**src/verilog/cdma_consts.svh**
```systemverilog
/*
 * Sizing macros for the aligned read engine
 * Burst length and data width must stay powers of two
 * Outstanding depth bounds the bursts in flight on the AR channel
 */
`ifndef CDMA_CONSTS_SVH
`define CDMA_CONSTS_SVH

`default_nettype none

// Beats in a full AXI burst
`define CDMA_BURST_LEN 16

// Data bus width, AXI read side and stream side
`define CDMA_DATA_BITS 64

// Byte address width
`define CDMA_ADDR_BITS 32

// Command length width, in bytes
`define CDMA_LEN_BITS 32

// Bursts allowed in flight before AR stalls
`define CDMA_MAX_OUTSTANDING 8

`default_nettype wire

`endif
```
**src/verilog/cdma_pkg.sv**
```systemverilog
/*
 * Shared types for the aligned read engine
 * Widths follow the sizing macros, do not edit them here
 */
`include "cdma_consts.svh"

`default_nettype none

package cdma_pkg;

  // Beat and burst geometry
  localparam int DATA_BYTES     = `CDMA_DATA_BITS / 8;
  localparam int BURST_BYTES    = `CDMA_BURST_LEN * DATA_BYTES;
  localparam int LOG_DATA_BYTES = $clog2(DATA_BYTES);
  localparam int LOG_BURST_LEN  = $clog2(`CDMA_BURST_LEN);

  // Bits left for counting whole bursts in a command
  localparam int BURST_CNT_BITS = `CDMA_LEN_BITS - LOG_DATA_BYTES - LOG_BURST_LEN;

  typedef logic [`CDMA_ADDR_BITS-1:0] addr_t;
  typedef logic [`CDMA_LEN_BITS-1:0]  len_t;
  typedef logic [`CDMA_DATA_BITS-1:0] data_t;
  typedef logic [DATA_BYTES-1:0]      keep_t;
  typedef logic [7:0]                 beats_t;
  typedef logic [BURST_CNT_BITS-1:0]  burst_cnt_t;

  // Address channel sequencing
  typedef enum logic [1:0] {
    AR_IDLE,
    AR_WAIT,
    AR_VALID
  } ar_state_t;

endpackage

`default_nettype wire

```
**src/verilog/cdma_rd_top.sv**
```systemverilog
/*
 * Aligned read engine, AXI4 read to AXI4-Stream
 * Fixed AR attributes, IDs and responses live outside this block
 * Byte strobes are not generated; tkeep is always full
 */
`timescale 1ns/1ps
`include "cdma_consts.svh"

`default_nettype none

module cdma_rd_top
  import cdma_pkg::*;
(
  input  wire    aclk,
  input  wire    aresetn,
  // Command and status
  input  wire    ctrl_valid,
  input  addr_t  ctrl_addr,
  input  len_t   ctrl_len,
  input  wire    ctrl_last,
  output logic   stat_ready,
  output logic   stat_done,
  // AXI read address
  output logic   arvalid,
  output addr_t  araddr,
  output beats_t arlen,
  input  wire    arready,
  // AXI read data
  input  wire    rvalid,
  input  data_t  rdata,
  input  wire    rlast,
  output logic   rready,
  // Stream out
  output logic   axis_out_tvalid,
  output data_t  axis_out_tdata,
  output keep_t  axis_out_tkeep,
  output logic   axis_out_tlast,
  input  wire    axis_out_tready
);

  // Control to counter
  logic       cnt_load;
  burst_cnt_t cnt_value;
  logic       cnt_decr;
  logic       cnt_zero;

  // Control to queue
  logic       q_push;
  logic       q_flag;
  logic       q_pop;
  logic       q_full;
  logic       q_head;

  ////////////////////////////////////////
  // Control
  ////////////////////////////////////////

  cdma_rd_ctrl u_ctrl (
    .aclk            (aclk),
    .aresetn         (aresetn),
    .ctrl_valid      (ctrl_valid),
    .ctrl_addr       (ctrl_addr),
    .ctrl_len        (ctrl_len),
    .ctrl_last       (ctrl_last),
    .stat_ready      (stat_ready),
    .stat_done       (stat_done),
    .arvalid         (arvalid),
    .araddr          (araddr),
    .arlen           (arlen),
    .arready         (arready),
    .rvalid          (rvalid),
    .rlast           (rlast),
    .axis_out_tready (axis_out_tready),
    .rready          (rready),
    .axis_out_tvalid (axis_out_tvalid),
    .axis_out_tlast  (axis_out_tlast),
    .axis_out_tkeep  (axis_out_tkeep),
    .cnt_load        (cnt_load),
    .cnt_value       (cnt_value),
    .cnt_decr        (cnt_decr),
    .cnt_zero        (cnt_zero),
    .q_push          (q_push),
    .q_flag          (q_flag),
    .q_pop           (q_pop),
    .q_full          (q_full),
    .q_head          (q_head)
  );

  // Bursts left to issue
  cdma_burst_counter u_counter (
    .aclk       (aclk),
    .aresetn    (aresetn),
    .load       (cnt_load),
    .load_value (cnt_value),
    .decr       (cnt_decr),
    .is_zero    (cnt_zero)
  );

  // End flags of bursts in flight
  cdma_burst_queue u_queue (
    .aclk      (aclk),
    .aresetn   (aresetn),
    .push      (q_push),
    .push_flag (q_flag),
    .pop       (q_pop),
    .full      (q_full),
    .head      (q_head)
  );

  // Data passes straight through
  assign axis_out_tdata = rdata;

endmodule

`default_nettype wire

```
**src/verilog/cdma_rd_ctrl.sv**
```systemverilog
/*
 * Control for the aligned read engine
 * Address must be beat aligned, length a nonzero multiple of the beat
 * No 4 KB split; bursts simply step by a full burst size
 * Stream ready feeds rready directly, no buffering
 */
`timescale 1ns/1ps
`include "cdma_consts.svh"

`default_nettype none

module cdma_rd_ctrl
  import cdma_pkg::*;
(
  input  wire        aclk,
  input  wire        aresetn,
  // Command and status
  input  wire        ctrl_valid,
  input  addr_t      ctrl_addr,
  input  len_t       ctrl_len,
  input  wire        ctrl_last,
  output logic       stat_ready,
  output logic       stat_done,
  // AXI read address
  output logic       arvalid,
  output addr_t      araddr,
  output beats_t     arlen,
  input  wire        arready,
  // AXI read data and stream
  input  wire        rvalid,
  input  wire        rlast,
  input  wire        axis_out_tready,
  output logic       rready,
  output logic       axis_out_tvalid,
  output logic       axis_out_tlast,
  output keep_t      axis_out_tkeep,
  // Burst counter
  output logic       cnt_load,
  output burst_cnt_t cnt_value,
  output logic       cnt_decr,
  input  wire        cnt_zero,
  // End-flag queue
  output logic       q_push,
  output logic       q_flag,
  output logic       q_pop,
  input  wire        q_full,
  input  wire        q_head
);

  ar_state_t  state;
  logic       accept;
  logic       arxfer;
  logic       rxfer;
  logic       start_r;
  logic       last_r;
  addr_t      addr_r;
  beats_t     final_len_r;
  burst_cnt_t final_idx_r;
  burst_cnt_t full_bursts;
  logic [LOG_BURST_LEN-1:0] rem_beats;
  logic       has_rem;

  ////////////////////////////////////////
  // Command acceptance
  ////////////////////////////////////////

  assign stat_ready = (state == AR_IDLE);
  assign accept     = ctrl_valid & stat_ready;

  // Whole bursts and leftover beats
  assign full_bursts = ctrl_len[LOG_DATA_BYTES+LOG_BURST_LEN +: BURST_CNT_BITS];
  assign rem_beats   = ctrl_len[LOG_DATA_BYTES +: LOG_BURST_LEN];
  assign has_rem     = |rem_beats;

  always_ff @(posedge aclk) begin
    if (!aresetn) begin
      start_r <= 1'b0;
      last_r  <= 1'b0;
    end else begin
      start_r <= accept;
      if (accept) begin
        last_r <= ctrl_last;
      end
    end
  end

  // Payload of the command, held until the next one
  always_ff @(posedge aclk) begin
    if (accept) begin
      final_idx_r <= has_rem ? full_bursts : full_bursts - 1'b1;
      final_len_r <= has_rem ? beats_t'(rem_beats - 1'b1) : beats_t'(`CDMA_BURST_LEN - 1);
      addr_r      <= ctrl_addr;
    end else if (arxfer) begin
      // Next burst starts one full burst later
      addr_r <= addr_r + addr_t'(BURST_BYTES);
    end
  end

  // Counter loads the final burst index one cycle after accept
  assign cnt_load  = start_r;
  assign cnt_value = final_idx_r;
  assign cnt_decr  = arxfer;

  ////////////////////////////////////////
  // Address channel FSM
  ////////////////////////////////////////

  assign arxfer = arvalid & arready;

  always_ff @(posedge aclk) begin
    if (!aresetn) begin
      state <= AR_IDLE;
    end else begin
      case (state)
        AR_IDLE:  if (accept) state <= AR_WAIT;
        // Gap cycle, also holds off while too many bursts in flight
        AR_WAIT:  if (!q_full) state <= AR_VALID;
        AR_VALID: if (arready) state <= cnt_zero ? AR_IDLE : AR_WAIT;
        default:  state <= AR_IDLE;
      endcase
    end
  end

  assign arvalid = (state == AR_VALID);
  assign araddr  = addr_r;
  // Short length only on the final burst
  assign arlen   = cnt_zero ? final_len_r : beats_t'(`CDMA_BURST_LEN - 1);

  // One end flag per issued burst
  assign q_push = arxfer;
  assign q_flag = cnt_zero & last_r;

  ////////////////////////////////////////
  // Read data to stream
  ////////////////////////////////////////

  assign rready          = axis_out_tready;
  assign axis_out_tvalid = rvalid;
  assign axis_out_tkeep  = '1;
  assign rxfer           = rvalid & rready;

  // Burst retires on its rlast beat
  assign q_pop          = rxfer & rlast;
  assign axis_out_tlast = rvalid & rlast & q_head;
  assign stat_done      = q_pop & q_head;

endmodule

`default_nettype wire

```
**src/verilog/cdma_burst_queue.sv**
```systemverilog
/*
 * One-bit shift-register FIFO of per-burst end flags
 * Depth is the outstanding limit; head reads zero when empty
 * Push while full is dropped unless a pop happens in the same cycle
 */
`timescale 1ns/1ps
`include "cdma_consts.svh"

`default_nettype none

module cdma_burst_queue (
  input  wire  aclk,
  input  wire  aresetn,
  input  wire  push,
  input  wire  push_flag,
  input  wire  pop,
  output logic full,
  output logic head
);

  localparam int DEPTH = `CDMA_MAX_OUTSTANDING;
  localparam int CW    = $clog2(DEPTH + 1);
  localparam int IW    = $clog2(DEPTH);

  // Newest entry at index 0, oldest at count-1
  logic [DEPTH-1:0] flags;
  logic [CW-1:0]    count;
  logic [IW-1:0]    head_idx;
  logic             wr;
  logic             rd;
  logic             empty;

  assign empty = (count == '0);
  assign full  = (count == CW'(DEPTH));

  // Qualified strobes
  assign wr = push & (~full | pop);
  assign rd = pop & ~empty;

  //////////////////////////////////////////
  // Storage
  //////////////////////////////////////////

  // Shift in on every write, no reset on payload
  always_ff @(posedge aclk) begin
    if (wr) begin
      flags <= {flags[DEPTH-2:0], push_flag};
    end
  end

  //////////////////////////////////////////
  // Occupancy
  //////////////////////////////////////////

  always_ff @(posedge aclk) begin
    if (!aresetn) begin
      count <= '0;
    end else if (wr && !rd) begin
      count <= count + 1'b1;
    end else if (rd && !wr) begin
      count <= count - 1'b1;
    end
  end

  // Oldest flag sits at the top of the filled region
  assign head_idx = IW'(count - 1'b1);
  assign head     = empty ? 1'b0 : flags[head_idx];

endmodule

`default_nettype wire

```
**src/verilog/cdma_burst_counter.sv**
```systemverilog
/*
 * Down-counter of bursts still to issue
 * Load takes priority over decrement; no wrap below zero
 */
`timescale 1ns/1ps
`include "cdma_consts.svh"

`default_nettype none

module cdma_burst_counter
  import cdma_pkg::*;
(
  input  wire        aclk,
  input  wire        aresetn,
  input  wire        load,
  input  burst_cnt_t load_value,
  input  wire        decr,
  output logic       is_zero
);

  // Bursts remaining after the one now on the bus
  burst_cnt_t count;

  always_ff @(posedge aclk) begin
    if (!aresetn) begin
      count <= '0;
    end else if (load) begin
      // Index of the final burst
      count <= load_value;
    end else if (decr && !is_zero) begin
      count <= count - 1'b1;
    end
  end

  // Zero marks the final burst of the command
  assign is_zero = (count == '0);

endmodule

`default_nettype wire

```
**config.mk**
```make
export PLATFORM = sky130hd
export DESIGN_NAME = cdma_rd_top
export DESIGN_NICKNAME = d
export VERILOG_FILES = /design/src/verilog/cdma_pkg.sv /design/src/verilog/cdma_rd_top.sv /design/src/verilog/cdma_rd_ctrl.sv /design/src/verilog/cdma_burst_queue.sv /design/src/verilog/cdma_burst_counter.sv
export VERILOG_INCLUDE_DIRS = /design/src /design/src/verilog
export SDC_FILE = /design/constraint.sdc
export NUM_CORES = 1
export LEC_CHECK = 0
export BUFFER_PORTS_ARGS = -buffer_cell sky130_fd_sc_hd__buf_2
export CAP_MARGIN = 20
export CORE_ASPECT_RATIO = 0.8
export CORE_MARGIN = 2
export CORE_UTILIZATION = 52
export CTS_BUF_LIST = sky130_fd_sc_hd__clkbuf_16
export DETAILED_ROUTE_END_ITERATION = 10
export GPL_ROUTABILITY_DRIVEN = 0
export GPL_TIMING_DRIVEN = 0
export HOLD_SLACK_MARGIN = 0.03
export PLACE_DENSITY = 0.82
export SYNTH_ARGS = -nofsm -noshare
export SYNTH_HDL_FRONTEND = slang
export SYNTH_SLANG_ARGS = --single-unit
```
**constraint.sdc**
```tcl
create_clock -name aclk -period 5.58 [get_ports aclk]
set_input_delay 1.116 -clock aclk [delete_from_list [all_inputs] [get_ports aclk]]
set_output_delay 1.116 -clock aclk [all_outputs]
set_load 0.02 [all_outputs]
```
==> reports/results.ini <==
[run_status]
status=complete, no violations

[layout]
fin_nets=959
diodes=0
design_area_mm2=0.00746
syn_to_final_growth_pct=23.8
drive_gt1_share_pct=35.2

[yosys]
synth_area_leader_cell=edfxtp_1
synthFlopType=edfxtp_1
async_reset_ff_share_pct=0
ys_types=49
synth-edff-count=70
ys_top_cells_by_area=edfxtp_1 (35%), dfxtp_1 (11%), buf_4 (9.6%)
yosys_warnings=0
syn_area_per_cell_um2=9.80
synth_top_area_share_pct=34.9
syn_inst=615
synth_area_mm2=0.00602
synth-seq-cells=103
ys_seq_area_share_pct=45.9

[die]
core_area_mm2=0.0114
die_h_um=100
dieArea_mm2=0.0125
start_util_pct=52.9
ios=254
rows=35
die_w_um=124

[clock_network]
post_cts_buffers=0
tritoncts=done
cts_made_buffers=9
htree_levels=3
clk_latency_ns=0.35
cts_buffer_depth=2
cts.clk_slew.worst_paths_ns=0.07
ctsResizeCount=0
cts_num_sinks=103
cts_root_buf=clkbuf_16
cts_hold_buf=0

[sta]
worst_slack_ns=1.70
worst-slew-pin-transition_ns=0.957
drv_slew=0
final.min_clock_period_ns=3.88
max-slew-margin-rel_pct=35.6
hold_ws_ns=0.448
finalSetupTns_ns=0
grt_setup_unrepaired=false
finalCritPeriodShare_pct=69.6
hold_viol=0
setup_violations=0
skew_ns=0.00669
max_freq_mhz=257

[power]
netSwitchingFraction_pct=33.1
power_frac_clock_pct=26.5
pwr-share-seq_pct=44.9
pwr-share-comb_pct=28.6
p_switching_uw=764
p_leak_nw=3.15
p_int_mw=1.54
power_density_mw_per_mm2=309
irDropWorstVdd_uv=196

[placed_design]
place_ws_ns=1.78
hpwl_um=12300
port_buffers=178
dpl_cell_area_mm2=0.00715

[global_route]
grt_pass1_vias=5255
grt_use_total_pct=24.7
grt_pass1_wl_um=25000
antenna_found_initial=0
gr-total-overflow=0
grt_max_degree=32

[critical_path]
cp_max_fo=10
worst_setup_path_end_kind=output pin
slowest_delay_ns=0.80
crit_slowest_cell=nor4_2
critPathKind=register to output pin
cp-start-kind=register
cp.required_ns=4.46
cp_cell_sequence=or4_4 > nor4_2 > and3_1 > buf_4 > buf_2
path_buf_inv=2
cp_data_arrival_time_ns=2.77
cp_top_family=simple AND/OR/NAND/NOR gates

[route]
routed_wl_um=15800
via_per_inst=5.56
drtIter0Drc=558
drc=0
vias=5376
routedWlPerCell_um=16.3
drtAntennaViolNets=0
drt-pass1-iter-count=7

[run]
cap_violations=0

[min_path]
hp-class=register to register

-- registers in the layout, indices dropped and copies added (netlist names) --
register            cells
u_ctrl.cnt_load         1
u_queue.count           4
u_counter.count        25
u_ctrl.last_r           1
u_ctrl.cnt_value       25
u_ctrl.araddr          32
u_ctrl.state            2
u_ctrl.final_len_r      5
u_queue.flags           8
-- cell usage in the layout, fill, tap and decap left out, drive strengths merged, types with 5 or more instances in the layout --
master	count
edfxtp	70
nor3	14
and3	15
conb	8
clkbuf	29
dfxtp	33
nand4	6
or3	13
inv	16
or4	19
buf	260
clkinv	6
a211oi	6
ha	9
a21oi	22
nor2b	5
nor4	19
xor2	33
o21ai	53
and2	5
o31ai	9
nand3	12
xnor2	27
nor2	24
nand2	56
and4	5
a31oi	9
-- cells by family (layout without fill, tap and decap cells) --
| family | after synthesis | after routing | synth area share [%] |
|---|---|---|---|
| buffers and inverters | 115 | 312 | 12.0 |
| DFF | 103 | 103 | 45.9 |
| adders and majority gates | 9 | 9 | 1.87 |
| xor gates and xnor gates | 60 | 60 | 8.72 |
| other | 1 | 8 | 0.0622 |
| and+or+nand+nor | 215 | 215 | 20.1 |
| AOI/OAI and AO/OA | 109 | 109 | 10.4 |
| muxes | 3 | 3 | 0.914 |
-- through the flow --
step | total power [mW] | cells | util [%]
after floorplan | 1.47 | 622 | -
after global placement | 1.67 | 948 | 62.6
after detailed placement | 1.70 | 949 | 62.8
after CTS | 2.30 | 965 | 65.3
after global routing | 2.42 | 967 | 65.5
final | 2.31 | 967 | 65.5
-- Yosys cell counts (3+ instances only) --
master,count
and3_1,15
xor2_1,33
a211oi_1,6
clkbuf_1,20
buf_4,77
o21ai_0,53
nand3_1,12
dfxtp_1,33
and3b_1,3
nor4_1,17
a21oi_1,22
nor2b_1,5
ha_1,9
a31oi_1,9
or4_1,16
nor2_1,24
or2_2,4
or3_1,12
nand4_1,6
or4_4,3
and4_1,5
nor3_1,14
o31ai_1,9
nor3b_1,3
a21boi_0,3
nand2b_1,4
and2_1,5
inv_1,16
edfxtp_1,70
xnor2_1,27
nand2_1,56
-- worst paths after layout --
| path | from | endpoint | slack, ns | cells after the start |
|---|---|---|---|---|
| setup / recovery | u_counter.count[5]$_SDFFE_PN0P_ | arlen[6] | 1.70 | 5 |
| hold / removal | u_queue.flags[2]$_DFFE_PP_ | u_queue.flags[3]$_DFFE_PP_ | 0.45 | 0 |
| setup reg to reg | u_queue.count[0]$_SDFFE_PN0P_ | u_queue.count[3]$_SDFFE_PN0P_ | 2.59 | 10 |
| hold reg to reg | u_queue.flags[2]$_DFFE_PP_ | u_queue.flags[3]$_DFFE_PP_ | 0.45 | 0 |
-- final cells by class --
cell class              instances  area (um2)
flip-flops and latches        103        2760
clock buffers                   9         225
multi-input cells             404        2560
well taps                     148         185
clock inverters                 7        63.8
repair buffers                181         931
plain buffers                  99         664
fillers                       946        3930
inverters                      16        60.1
-- power by group through the flow --
stage | Combinational, mW | Sequential [mW] | Clock, mW
2_1_floorplan | 0.391 | 1.08 | 0
3_3_place_gp | 0.622 | 1.05 | 0
3_5_place_dp | 0.647 | 1.05 | 0
4_1_cts | 0.651 | 1.03 | 0.619
5_1_grt | 0.718 | 1.05 | 0.653
6_report | 0.660 | 1.04 | 0.613
-- per-layer routing --
layer	GRT usage, %	vias up	routed length [um]
li1	-	2544	-
met1	31.2	2561	6460
met2	43.4	252	8010
met3	4.21	19	1090
met4	8.12	0	196
met5	0	-	0
Power figures use the tool's default switching activity.
